### src/design/fv_store_pkg.sv
`default_nettype none

// ~~~~~~~~~~~~~~~~~~~~~~~~~~~~~~~~~~~~~~~~~~~~~~~~~~
// fv_num must be 1 to max_fv; a bank address is {slot, line}
// even node ids map to bank 0, odd ones to bank 1
// ~~~~~~~~~~~~~~~~~~~~~~~~~~~~~~~~~~~~~~~~~~~~~~~~~~
package fv_store_pkg;

    // one line holds two 16-bit feature values
    localparam int fv_w = 32;
    localparam int lines_per_node = 8;
    localparam int max_fv = 16;
    localparam int fv_num_w = $clog2(max_fv + 1);
    localparam int node_id_w = 6;
    localparam int iter_w = 3;
    localparam int nodes_per_iter = 4;
    localparam int pe_tag_w = 2;
    localparam int addr_w = 8;

    // address split
    localparam int line_w = $clog2(lines_per_node);
    localparam int slot_w = addr_w - line_w;
    localparam int node_cnt_w = $clog2(nodes_per_iter);
    localparam logic [node_cnt_w-1:0] last_node = node_cnt_w'(nodes_per_iter - 1);

    // request from the compute side or an edge PE
    typedef struct packed {
        logic                 valid;
        logic                 rd_wr;
        logic                 wr_eos;
        logic [node_id_w-1:0] node_id;
        logic [pe_tag_w-1:0]  pe_tag;
        logic [fv_w-1:0]      data;
    } fv_req_t;

    // SRAM port, enables active low
    typedef struct packed {
        logic              cen_n;
        logic              wen_n;
        logic [addr_w-1:0] addr;
        logic [fv_w-1:0]   wdata;
    } fv_sram_req_t;

    typedef struct packed {
        logic            valid;
        logic            sos;
        logic            eos;
        logic [fv_w-1:0] data;
    } fv_strm_t;

    typedef struct packed {
        logic                valid;
        logic                sos;
        logic                eos;
        logic [pe_tag_w-1:0] pe_tag;
        logic [fv_w-1:0]     data;
    } fv_rd_t;

    // bank 1 in the upper half
    typedef struct packed {
        logic              valid;
        logic              sos;
        logic              eos;
        logic [2*fv_w-1:0] data;
    } fv_wide_strm_t;

endpackage

`default_nettype wire

### src/design/fv_merge.sv
`timescale 1ns/1ps
`default_nettype none

// ~~~~~~~~~~~~~~~~~~~~~~~~~~~~~~~~~~~~~~~~~~~~~~~~~~
// both banks must stream in lockstep; bank 0 frames the wide beat
// ~~~~~~~~~~~~~~~~~~~~~~~~~~~~~~~~~~~~~~~~~~~~~~~~~~
module fv_merge (
    input  logic                        clk,
    input  logic                        reset,
    input  fv_store_pkg::fv_strm_t      strm0,
    input  fv_store_pkg::fv_strm_t      strm1,
    input  fv_store_pkg::fv_rd_t        rd0,
    input  fv_store_pkg::fv_rd_t        rd1,
    input  logic                        avail0,
    input  logic                        avail1,
    output fv_store_pkg::fv_wide_strm_t strm_out,
    output fv_store_pkg::fv_rd_t        rd_out,
    output logic                        available
);

    fv_store_pkg::fv_wide_strm_t strm_d;
    fv_store_pkg::fv_rd_t        rd_d;

    // pair the lanes, bank 1 on top
    always_comb begin
        strm_d.valid = strm0.valid;
        strm_d.sos = strm0.sos;
        strm_d.eos = strm0.eos;
        strm_d.data = {strm1.data, strm0.data};
    end

    // only one bank answers an edge read at a time
    always_comb begin
        if (rd0.valid) begin
            rd_d = rd0;
        end else if (rd1.valid) begin
            rd_d = rd1;
        end else begin
            rd_d = '0;
        end
    end

    always_ff @(posedge clk or negedge reset) begin
        if (!reset) begin
            strm_out <= '0;
            rd_out <= '0;
        end else begin
            strm_out <= strm_d;
            rd_out <= rd_d;
        end
    end

    // store is free only when both banks are
    assign available = avail0 && avail1;

endmodule

`default_nettype wire

### config.mk
export PLATFORM = sky130hd
export DESIGN_NAME = fv_merge
export DESIGN_NICKNAME = d
export VERILOG_FILES = /design/src/design/fv_store_pkg.sv /design/src/design/fv_merge.sv
export SDC_FILE = /design/constraint.sdc
export NUM_CORES = 1
export LEC_CHECK = 0
export BUFFER_PORTS_ARGS = -buffer_cell sky130_fd_sc_hd__buf_4
export CORE_AREA = 2 2 99 101
export CTS_BUF_LIST = sky130_fd_sc_hd__clkbuf_8
export DETAILED_ROUTE_END_ITERATION = 10
export DIE_AREA = 0 0 101 103
export MAX_ROUTING_LAYER = met4
export PLACE_DENSITY = 0.67
export REMOVE_ABC_BUFFERS = 1
export SLEW_MARGIN = 10
export SYNTH_ARGS = -nofsm -noshare
export SYNTH_HDL_FRONTEND = slang
export SYNTH_SLANG_ARGS = --single-unit
export TNS_END_PERCENT = 30
### constraint.sdc
create_clock -name clk -period 0.9 [get_ports clk]
set_input_delay 0.225 -clock clk [delete_from_list [all_inputs] [get_ports clk]]
set_output_delay 0.225 -clock clk [all_outputs]
set_load 0.1 [all_outputs]
==> impl_metrics.env <==
export IMPL_worst_hold_slack_ps=69.8
export IMPL_post_detailed_route_count_of_antenna_violating_nets=0
export IMPL_drt_total_wl_um=11000
export IMPL_grt_setup_unrepaired="yes"
export IMPL_crit_arrival_ps=980
export IMPL_drt_iter0_drc=30
export IMPL_power_frac_clock_pct=24.3
export IMPL_synth_cell_types=11
export IMPL_synth_warning_count=0
export IMPL_grt_start_max_net_pins=39
export IMPL_gpl_final_weighted_congestion=0.707
export IMPL_vias_per_cell=4.47
export IMPL_portBuffers=249
export IMPL_antenna_violations_before_repair=0
export IMPL_yosys_top_cells_count="dfrtp_1 (104), a22o_1 (35), buf_6 (4)"
export IMPL_timing_setup_critical_path_class="reg2out"
export IMPL_drive_gt1_share_pct=56.3
export IMPL_violations="negative setup slack"
export IMPL_vdd_drop_max_uv=874
export IMPL_synth_top_cell_area_share_pct=86.5
export IMPL_crit_path_top_delay_cell="dfrtp_1"
export IMPL_critPathCaptureType="primary output"
export IMPL_tightestPinTransition_ps=247
export IMPL_fin_crit_sh_pct=133
export IMPL_cts_tree="done"
export IMPL_result_of_the_run="complete, but fails checks"
export IMPL_drt_drc_violations_left=0
export IMPL_grt_util_all_layers_pct=20.9
export IMPL_timing_critical_path_fanout_max=1
export IMPL_cts_root_buf="clkbuf_8"
export IMPL_start_util_pct=31.8
export IMPL_leakagePower_nw=3.33
export IMPL_first_global_vias=2858
export IMPL_synthesized_area_sq_um=3010
export IMPL_yosysMostFrequentCell="dfrtp_1"
export IMPL_number_of_synthesized_flops_with_an_enable_pin=0
export IMPL_p_seq_share_pct=42.1
export IMPL_flow_area_growth_from_synthesis_pct=128
export IMPL_power_share_combinational_pct=33.6
export IMPL_die_width_um=101
export IMPL_yosys_register_bits=104
export IMPL_timing_final_max_slew_violations=0
export IMPL_num_vias=2681
export IMPL_pin_count=253
export IMPL_synth_yosys_seq_area_share_pct=86.5
export IMPL_ys_top_cells_by_area="dfrtp_1 (86%), a22o_1 (10%), buf_6 (1.5%)"
export IMPL_setup_viol_count_final=104
export IMPL_totalPowerFinal_mw=12.2
export IMPL_grt_overflow_total=0
export IMPL_firstDrtPassIters=4
export IMPL_synth_async_sr_flop_share_pct=100
export IMPL_syn_area_per_cell_sq_um=19.7
export IMPL_finish_net_count=628
export IMPL_crit_path_max_incr_delay_ps=400
export IMPL_core_sq_um=9460
export IMPL_critical_path_n_buffers_inverters=1
export IMPL_place_detailed_hpwl_um=6260
export IMPL_cts_htree_levels=3
export IMPL_grt_pass1_wl_um=15400
export IMPL_ys_flop_type="dfrtp_1"
export IMPL_netlist_top_cell_by_area="dfrtp_1"
export IMPL_max_cap_violations=0
export IMPL_critical_path_top_delay_family="flip-flops"
export IMPL_crit_chain="buf_8"
export IMPL_min_period_ps=1200
export IMPL_crit_path_start_kind="flop"
export IMPL_floorplan_die_area_sq_um=10400
export IMPL_achievable_frequency_mhz=833
export IMPL_path_clk_slew_ps=100
export IMPL_avgRoutedWirePerCell_um=18.4
export IMPL_switchingPower_mw=4.40
export IMPL_required_ps=670
export IMPL_max_slew_margin_pct=83.4
export IMPL_tritoncts_num_buffers=9
export IMPL_worst_slack_ps=-301
export IMPL_power_density_nw_per_um2=1790
export IMPL_worstHoldPathType="in2reg"
export IMPL_cts_sink_count=104
export IMPL_switching_share_pct=35.9
export IMPL_fp_row_count=36
export IMPL_internal_power_mw=7.85
export IMPL_maximum_clock_insertion_buffer_count=2
export IMPL_die_h_um=103
export IMPL_post_synth_inst_count=153
export IMPL_timing_final_hold_violations=0
## sequential cells by signal, indices dropped and copies added (netlist names)
register	flops
strm_out	67
rd_out	37
## power groups by stage
stage          sequential (mW)  clock [mW]  combinational, mW
4_1_cts                   5.12        3.03               4.01
3_3_place_gp              5.10           0               3.37
5_1_grt                   5.18        3.26               4.24
6_report                  5.15        2.97               4.12
3_5_place_dp              5.11           0               3.39
2_1_floorplan             7.15           0              0.147
## stage by stage
step           cells  setup WS, ps  area, sq um  TNS, ps  util, %
2_1_floorplan    145          -345         2940   -34030        -
6_report         600          -301         6860   -27830     72.5
4_1_cts          599          -312         6690   -29500     70.8
5_1_grt          599          -344         6860   -32240     72.5
3_3_place_gp     515         -75.4         5070    -2560     53.6
3_5_place_dp     515          -103         5070    -2890     53.6
## timing repair
item                                    in CTS  in global routing
hold endpoints to repair                   171                  0
buffers inserted                             0                  0
endpoints found under the setup margin     105                104
hold buffers                                68                  0
gates resized for setup                    196                 36
## cells in the final DEF (no fill, tap or decap)
| cell type | n |
|---|---|
| a22o_1 | 35 |
| and2_1 | 1 |
| buf_12 | 29 |
| buf_4 | 146 |
| buf_6 | 2 |
| buf_8 | 79 |
| bufinv_16 | 1 |
| clkbuf_8 | 10 |
| clkinv_2 | 1 |
| clkinv_4 | 1 |
| clkinvlp_4 | 2 |
| dfrtp_1 | 104 |
| diode_2 | 1 |
| dlygate4sd3_1 | 68 |
| inv_6 | 1 |
| nand2_1 | 2 |
| nor2b_2 | 1 |
| o21ai_1 | 1 |
| or2_1 | 1 |
## layout make-up
cell class | count | area (sq um)
repair buffers | 324 | 3570
clock inverters | 6 | 67.6
well taps | 114 | 143
fillers | 580 | 2600
multi-input cells | 41 | 340
diodes | 1 | 2.50
flip-flops and latches | 104 | 2600
clock buffers | 10 | 138
## cell families (layout without fill, tap and decap cells)
group / after synthesis / count (layout) / synth area share, %
buffers and inverters: 8 / 340 / 2.20
AND/OR/NAND/NOR: 5 / 5 / 0.957
flip-flops: 104 / 104 / 86.5
other: 0 / 1 / 0
AO/OA/AOI/OAI: 36 / 36 / 10.4
## worst paths after layout
path | to | slack (ps) | depth (start not counted) | from
setup / recovery | strm_out[0] | -300 | 1 | strm_out[0]
max in group asynchronous | rd_out[5] | 140 | 3 | reset
min in group asynchronous | strm_out[47] | 290 | 2 | reset
hold / removal | rd_out[36] | 70 | 2 | rd1[36]
## per-layer routing
layer | wire length (um) | global-route usage (%) | vias up
met1 | 3870 | 23.3 | 1307
li1 | - | - | 1184
met2 | 5990 | 35.9 | 171
met4 | 241 | 8.42 | 0
met3 | 921 | 5.49 | 19
met5 | 0 | - | -
No activity file was read; power rests on OpenSTA's default activity.
