File: config.mk
export PLATFORM = sky130hd
export DESIGN_NAME = fv_bank_cntl
export DESIGN_NICKNAME = d
export VERILOG_FILES = /design/src/design/fv_store_pkg.sv /design/src/design/fv_bank_cntl.sv
export SDC_FILE = /design/constraint.sdc
export NUM_CORES = 1
export LEC_CHECK = 0
export BUFFER_PORTS_ARGS = -buffer_cell sky130_fd_sc_hd__clkbuf_2
export CORE_UTILIZATION = 33
export CTS_CLUSTER_SIZE = 40
export DETAILED_ROUTE_END_ITERATION = 10
export GPL_TIMING_DRIVEN = 1
export PLACE_DENSITY_LB_ADDON = 0.3
export SLEW_MARGIN = 40
export SYNTH_ARGS = -nofsm -noshare
export SYNTH_HDL_FRONTEND = slang
export SYNTH_SLANG_ARGS = --single-unit
export TNS_END_PERCENT = 10
File: constraint.sdc
create_clock -name clk -period 2.45 [get_ports clk]
set_input_delay 0.245 -clock clk [delete_from_list [all_inputs] [get_ports clk]]
set_output_delay 0.245 -clock clk [all_outputs]
set_load 0.05 [all_outputs]
File: src/design/fv_store_pkg.sv
`default_nettype none

// ~~~~~~~~~~~~~~~~~~~~~~~~~~~~~~~~~~~~~~~~~~~~~~~~~~
// fv_num must be 1 to max_fv; a bank address is {slot, line}
// even node ids map to bank 0, odd ones to bank 1
// ~~~~~~~~~~~~~~~~~~~~~~~~~~~~~~~~~~~~~~~~~~~~~~~~~~
package fv_store_pkg;

    // one line holds two 16-bit feature values
    localparam int fv_w = 32;
    localparam int lines_per_node = 8;
    localparam int max_fv = 16;
    localparam int fv_num_w = $clog2(max_fv + 1);
    localparam int node_id_w = 6;
    localparam int iter_w = 3;
    localparam int nodes_per_iter = 4;
    localparam int pe_tag_w = 2;
    localparam int addr_w = 8;

    // address split
    localparam int line_w = $clog2(lines_per_node);
    localparam int slot_w = addr_w - line_w;
    localparam int node_cnt_w = $clog2(nodes_per_iter);
    localparam logic [node_cnt_w-1:0] last_node = node_cnt_w'(nodes_per_iter - 1);

    // request from the compute side or an edge PE
    typedef struct packed {
        logic                 valid;
        logic                 rd_wr;
        logic                 wr_eos;
        logic [node_id_w-1:0] node_id;
        logic [pe_tag_w-1:0]  pe_tag;
        logic [fv_w-1:0]      data;
    } fv_req_t;

    // SRAM port, enables active low
    typedef struct packed {
        logic              cen_n;
        logic              wen_n;
        logic [addr_w-1:0] addr;
        logic [fv_w-1:0]   wdata;
    } fv_sram_req_t;

    typedef struct packed {
        logic            valid;
        logic            sos;
        logic            eos;
        logic [fv_w-1:0] data;
    } fv_strm_t;

    typedef struct packed {
        logic                valid;
        logic                sos;
        logic                eos;
        logic [pe_tag_w-1:0] pe_tag;
        logic [fv_w-1:0]     data;
    } fv_rd_t;

    // bank 1 in the upper half
    typedef struct packed {
        logic              valid;
        logic              sos;
        logic              eos;
        logic [2*fv_w-1:0] data;
    } fv_wide_strm_t;

endpackage

`default_nettype wire

File: src/design/fv_bank_cntl.sv
`timescale 1ns/1ps
`default_nettype none

// ~~~~~~~~~~~~~~~~~~~~~~~~~~~~~~~~~~~~~~~~~~~~~~~~~~
// no handshake; stream triggers and requests only count while available
// beats appear 2 cycles after their SRAM read
// ~~~~~~~~~~~~~~~~~~~~~~~~~~~~~~~~~~~~~~~~~~~~~~~~~~
module fv_bank_cntl #(
    parameter bit BANK_ID = 1'b0
) (
    input  logic                              clk,
    input  logic                              reset,
    input  logic [fv_store_pkg::iter_w-1:0]   replay_iter,
    input  logic [fv_store_pkg::iter_w-1:0]   update_iter,
    input  logic [fv_store_pkg::fv_num_w-1:0] fv_num,
    input  logic                              stream_begin,
    input  fv_store_pkg::fv_req_t             req,
    input  logic [fv_store_pkg::fv_w-1:0]     sram_rdata,
    output fv_store_pkg::fv_sram_req_t        sram,
    output fv_store_pkg::fv_strm_t            strm,
    output fv_store_pkg::fv_rd_t              rd,
    output logic                              available
);

    typedef enum logic [1:0] {
        st_idle,
        st_strm,
        st_wb,
        st_rd
    } state_t;

    // beat whose SRAM read is in progress
    typedef struct packed {
        logic                              valid;
        logic                              sos;
        logic                              eos;
        logic                              is_strm;
        logic [fv_store_pkg::pe_tag_w-1:0] pe_tag;
    } pend_t;

    state_t state;
    state_t state_d;
    pend_t  pend;
    pend_t  pend_d;

    logic [fv_store_pkg::line_w-1:0]     line_cnt;
    logic [fv_store_pkg::line_w-1:0]     line_d;
    logic [fv_store_pkg::node_cnt_w-1:0] node_cnt;
    logic [fv_store_pkg::node_cnt_w-1:0] node_d;
    logic [fv_store_pkg::iter_w-1:0]     last_iter;
    logic [fv_store_pkg::iter_w-1:0]     last_iter_d;
    logic [fv_store_pkg::line_w-1:0]     last_line_q;
    logic [fv_store_pkg::slot_w-1:0]     slot_q;
    logic [fv_store_pkg::pe_tag_w-1:0]   tag_q;
    logic                                out_q;

    logic [fv_store_pkg::fv_num_w-1:0]   fv_num_m1;
    logic [fv_store_pkg::line_w-1:0]     cur_line;
    logic [fv_store_pkg::line_w-1:0]     cur_last;
    logic [fv_store_pkg::node_cnt_w-1:0] cur_node;
    logic [fv_store_pkg::slot_w-1:0]     cur_slot;
    logic [fv_store_pkg::pe_tag_w-1:0]   cur_tag;
    logic [fv_store_pkg::iter_w-1:0]     cur_iter;

    logic idle;
    logic ready;
    logic strm_go;
    logic req_go;
    logic end_of_node;
    logic end_of_iter;
    logic do_strm;
    logic do_rd;
    logic do_wr;

    assign idle = (state == st_idle);

    // idle and drained, including the beat held in the merge register
    assign ready = idle && !pend.valid && !strm.valid && !rd.valid && !out_q;
    assign available = ready;

    // stream phase on even update iterations, requests on odd ones
    assign strm_go = ready && !update_iter[0] &&
                     (stream_begin || (replay_iter != last_iter));
    assign req_go = ready && update_iter[0] && req.valid &&
                    (req.node_id[0] == BANK_ID);

    // context comes from the inputs in the accepting cycle, then from the latches
    assign fv_num_m1 = fv_num - 1'b1;
    assign cur_line = idle ? '0 : line_cnt;
    assign cur_node = idle ? '0 : node_cnt;
    assign cur_last = idle ? fv_num_m1[fv_store_pkg::line_w:1] : last_line_q;
    assign cur_slot = idle ? req.node_id[fv_store_pkg::node_id_w-1:1] : slot_q;
    assign cur_tag = idle ? req.pe_tag : tag_q;
    assign cur_iter = idle ? replay_iter : last_iter;

    assign end_of_node = (cur_line == cur_last);
    assign end_of_iter = end_of_node && (cur_node == fv_store_pkg::last_node);

    assign do_strm = strm_go || (state == st_strm);
    assign do_rd = (req_go && !req.rd_wr) || (state == st_rd);
    assign do_wr = (req_go && req.rd_wr) || ((state == st_wb) && req.valid);

    always_comb begin
        state_d = state;
        line_d = line_cnt;
        node_d = node_cnt;
        last_iter_d = last_iter;
        pend_d = '0;
        sram.cen_n = 1'b1;
        sram.wen_n = 1'b1;
        sram.addr = '0;
        sram.wdata = '0;

        if (do_strm) begin
            // stream slot is iter * 4 + node count
            sram.cen_n = 1'b0;
            sram.addr = {cur_iter, cur_node, cur_line};
            pend_d.valid = 1'b1;
            pend_d.sos = idle;
            pend_d.eos = end_of_iter;
            pend_d.is_strm = 1'b1;
            last_iter_d = cur_iter;
            state_d = end_of_iter ? st_idle : st_strm;
            if (end_of_iter) begin
                line_d = '0;
                node_d = '0;
            end else if (end_of_node) begin
                line_d = '0;
                node_d = cur_node + 1'b1;
            end else begin
                line_d = cur_line + 1'b1;
                node_d = cur_node;
            end
        end else if (do_rd) begin
            sram.cen_n = 1'b0;
            sram.addr = {cur_slot, cur_line};
            pend_d.valid = 1'b1;
            pend_d.sos = idle;
            pend_d.eos = end_of_node;
            pend_d.pe_tag = cur_tag;
            state_d = end_of_node ? st_idle : st_rd;
            line_d = end_of_node ? '0 : cur_line + 1'b1;
        end else if (do_wr) begin
            // one line per cycle, wr_eos closes the burst
            sram.cen_n = 1'b0;
            sram.wen_n = 1'b0;
            sram.addr = {cur_slot, cur_line};
            sram.wdata = req.data;
            state_d = req.wr_eos ? st_idle : st_wb;
            line_d = req.wr_eos ? '0 : cur_line + 1'b1;
        end
    end

    always_ff @(posedge clk or negedge reset) begin
        if (!reset) begin
            state <= st_idle;
            line_cnt <= '0;
            node_cnt <= '0;
            last_iter <= '0;
            pend <= '0;
            strm <= '0;
            rd <= '0;
            out_q <= 1'b0;
        end else begin
            state <= state_d;
            line_cnt <= line_d;
            node_cnt <= node_d;
            last_iter <= last_iter_d;
            pend <= pend_d;

            // data phase, rdata belongs to the pending beat
            strm.valid <= pend.valid && pend.is_strm;
            strm.sos <= pend.sos && pend.is_strm;
            strm.eos <= pend.eos && pend.is_strm;
            strm.data <= sram_rdata;
            rd.valid <= pend.valid && !pend.is_strm;
            rd.sos <= pend.sos && !pend.is_strm;
            rd.eos <= pend.eos && !pend.is_strm;
            rd.pe_tag <= pend.pe_tag;
            rd.data <= sram_rdata;

            // mirrors the merge output stage
            out_q <= strm.valid || rd.valid;
        end
    end

    // latches follow the inputs while idle and hold once busy
    always_ff @(posedge clk) begin
        last_line_q <= cur_last;
        slot_q <= cur_slot;
        tag_q <= cur_tag;
    end

endmodule

`default_nettype wire

==> flow_summary.json <==
{
  "initial_core_util_pct": 34.6,
  "timing.final.crit_share_pct": 97.7,
  "clock_latency_ns": 0.34,
  "layout.area.seq_um2": 1630,
  "timing.rr.start": "pend[5]",
  "routed_via_density": 4.47,
  "grt_pass1_vias": 2566,
  "min-delay-start": "sram_rdata[24]",
  "crit_arrival_ns": 2.15,
  "place_congestion": 0.851,
  "max_cap_violations": 0,
  "synth_cell_types": 48,
  "drc_errors": 0,
  "numCtsBuffers": 9,
  "layout_min_cycle_time_ns": 2.39,
  "grt_pass1_wl_mm": 11.4,
  "endpoint_kind": "output pin",
  "critPathKind": "reg -> out",
  "reg2reg_to": "line_cnt[2]",
  "die_area_um2": 9170,
  "synth.avg_cell_area_um2": 11.5,
  "root_buffer": "clkbuf_8",
  "h-tree-depth": 3,
  "vias": 2570,
  "p_leak_nw": 2.54,
  "p_per_area_nw_per_um2": 1190,
  "grt_max_degree": 34,
  "nNetsFinal": 557,
  "timing_worst_slew_pin_value_ns": 0.738,
  "core_area_um2": 8380,
  "multiInputGateArea_um2": 1000,
  "routed_wl_mm": 7.57,
  "syn-cell-area_um2": 2900,
  "synth-seq-cells": 67,
  "wire_per_inst_um": 13.2,
  "holdWs_ns": 0.0134,
  "fmax_mhz": 418,
  "crit_fanout": 5,
  "syn2layout_area_growth_pct": 66.9,
  "antenna_cells": 0,
  "placed_area_um2": 4180,
  "antenna_found_initial": 0,
  "syn_inst": 253,
  "status": "completed",
  "overflow": 0,
  "final_cell_area_um2": 4840,
  "synth_sequential_area_ratio_pct": 56.1,
  "fin_worst_skew_ns": 0.00663,
  "cts_tree": "yes",
  "die_w_um": 95.8,
  "nFillCells": 747,
  "grt_usage_pct": 16.8,
  "finalSetupViolations": 0,
  "hold_viol_final": 0,
  "synth_flop_cell": "dfrtp_1",
  "min_path_cells": 1,
  "drive_gt1_share_pct": 54.3,
  "ys_warn_count": 0,
  "clk_pin_slew_ns": 0.07,
  "io_pins": 204,
  "cts.sinks": 67,
  "dp.final_hpwl_mm": 5.60,
  "hold_path.class": "in -> reg",
  "rsz0062_at_grt": "true",
  "cp.required_ns": 2.20,
  "synthesis.nets": 345,
  "holdPathEnd": "rd[24]",
  "portBuffers": 200,
  "vdd_drop_max_uv": 501,
  "finalMaxSlewViolations": 0,
  "clk_path_buf_depth": 2,
  "ant_nets": 0,
  "start_kind": "flop",
  "slew_headroom_pct": 50.6,
  "synth_edf_count": 0,
  "firstDrtPassIters": 4,
  "die_h_um": 95.8,
  "worstRegToRegCells": 7,
  "async_flop_share_pct": 85.1,
  "num_rows": 33,
  "first_iter_violations": 44,
  "r2r_setup_slack_ns": 0.47
}
==> kinds of logic after synthesis <==
| group | after synthesis | synth area share, % |
|---|---|---|
| and+or+nand+nor | 79 | 16.6 |
| DFF | 67 | 56.1 |
| adders and majority gates | 3 | 1.29 |
| muxes | 11 | 3.92 |
| buffers and inverters | 56 | 11.7 |
| AOI/OAI and AO/OA | 30 | 8.28 |
| xor gates and xnor gates | 7 | 2.11 |
==> synth_stat cells, types with 2 or more instances <==
master / count / area, µm²
xnor2_1: 4 / 35.0
a32o_1: 2 / 20.0
or2_2: 2 / 12.5
ha_1: 3 / 37.5
nor2_1: 5 / 18.8
nand2_1: 12 / 45.0
buf_4: 32 / 240
dfxtp_1: 10 / 200
inv_1: 15 / 56.3
mux2i_1: 8 / 80.1
and2_1: 40 / 250
a21oi_1: 5 / 25.0
o21a_1: 2 / 15.0
o22ai_1: 4 / 25.0
o31ai_1: 3 / 22.5
buf_2: 2 / 10.0
nor2b_1: 6 / 37.5
clkbuf_1: 4 / 15.0
xor2_1: 3 / 26.3
mux2_2: 3 / 33.8
dfrtp_1: 57 / 1430
nand3_1: 4 / 20.0
o21ai_0: 2 / 10.0
==> worst max path at each step <==
stage | start | slack (ns) | end
final | pend[5] | 0.06 | sram[36]
after global routing | pend[5] | -0.07 | sram[18]
after CTS | strm[34] | 0.005 | sram[34]
after detailed placement | pend[5] | 0.19 | sram[36]
after global placement | pend[5] | 0.21 | sram[36]
after floorplan | rd[36] | -0.14 | sram[35]
==> placed cells by master, fill, tap and decap left out, types with 3 or more instances in the layout <==
cell type      synthesis  final
a21oi_1                5      5
and2_1                40     38
buf_12                 0     25
buf_4                 32     17
clkbuf_2               0    160
clkbuf_4               0      9
clkbuf_8               0     10
dfrtp_1               57     57
dfxtp_1               10     10
dlygate4sd3_1          0     29
ha_1                   3      3
inv_1                 15     14
inv_6                  0      3
mux2_2                 3      3
mux2i_1                8      8
nand2_1               12     12
nand3_1                4      4
nor2_1                 5      4
nor2b_1                6      4
o22ai_2                1      5
o31ai_1                3      3
xnor2_1                4      4
xor2_1                 3      3
==> repair_timing <==
item / CTS / global route
endpoints found under the hold margin: 53 / 1
gates resized for setup: 6 / 51
endpoints found under the setup margin: 6 / 42
pin swaps: 3 / 2
hold buffers: 28 / 1
buffers inserted: 3 / 1
==> critical path: stages, from the launching register on <==
cell and delay [ns]:
dfrtp_1 0.41, nor4_4 0.37, nand3b_1 0.18, a22o_4 0.30, buf_4 0.16, inv_2 0.08
o2bb2ai_2 0.14, buf_12 0.16
==> where the power goes <==
part           switching (mW)  internal (mW)  leakage (nW)
registers               0.168           1.38         0.786
clock network           0.441          0.613         0.118
logic                    1.90           1.29          1.63
total                    2.51           3.27          2.54
==> per-layer routing <==
metal | GRT usage, % | vias up | wire, µm
met4 | 8.96 | 0 | 178
met1 | 15.0 | 1182 | 2510
met2 | 32.7 | 152 | 4080
met5 | 0 | - | 0
li1 | - | 1222 | -
met3 | 5.53 | 14 | 800
==> flip-flops by register name, indices dropped and copies added (netlist names) <==
register	count
rd	37
pend	6
slot_q	5
last_iter	3
last_line_q	3
line_cnt	3
strm	3
node_cnt	2
state	2
tag_q	2
out_q	1
==> cell type report <==
| cell class | count | share of cell area [%] |
|---|---|---|
| Timing Repair Buffer | 241 | 37.0 |
| Inverter | 16 | 1.24 |
| Clock buffer | 10 | 2.84 |
| Clock inverter | 6 | 1.96 |
| Tap cell | 105 | 2.71 |
| Sequential cell | 67 | 33.6 |
| Multi-Input combinational cell | 130 | 20.7 |
==> stage by stage <==
step	total power, mW	instances	util [%]	TNS, ns	worst slack [ns]
2_1_floorplan	3.53	253	-	-0.980	-0.145
3_3_place_gp	4.50	526	49.9	0	0.212
3_5_place_dp	4.53	526	49.9	0	0.190
4_1_cts	5.71	573	56.5	0	0.00478
5_1_grt	6.12	575	57.8	-0.553	-0.0690
6_report	5.78	575	57.8	0	0.0573
Note: power is estimated with default switching activity, not from simulation.
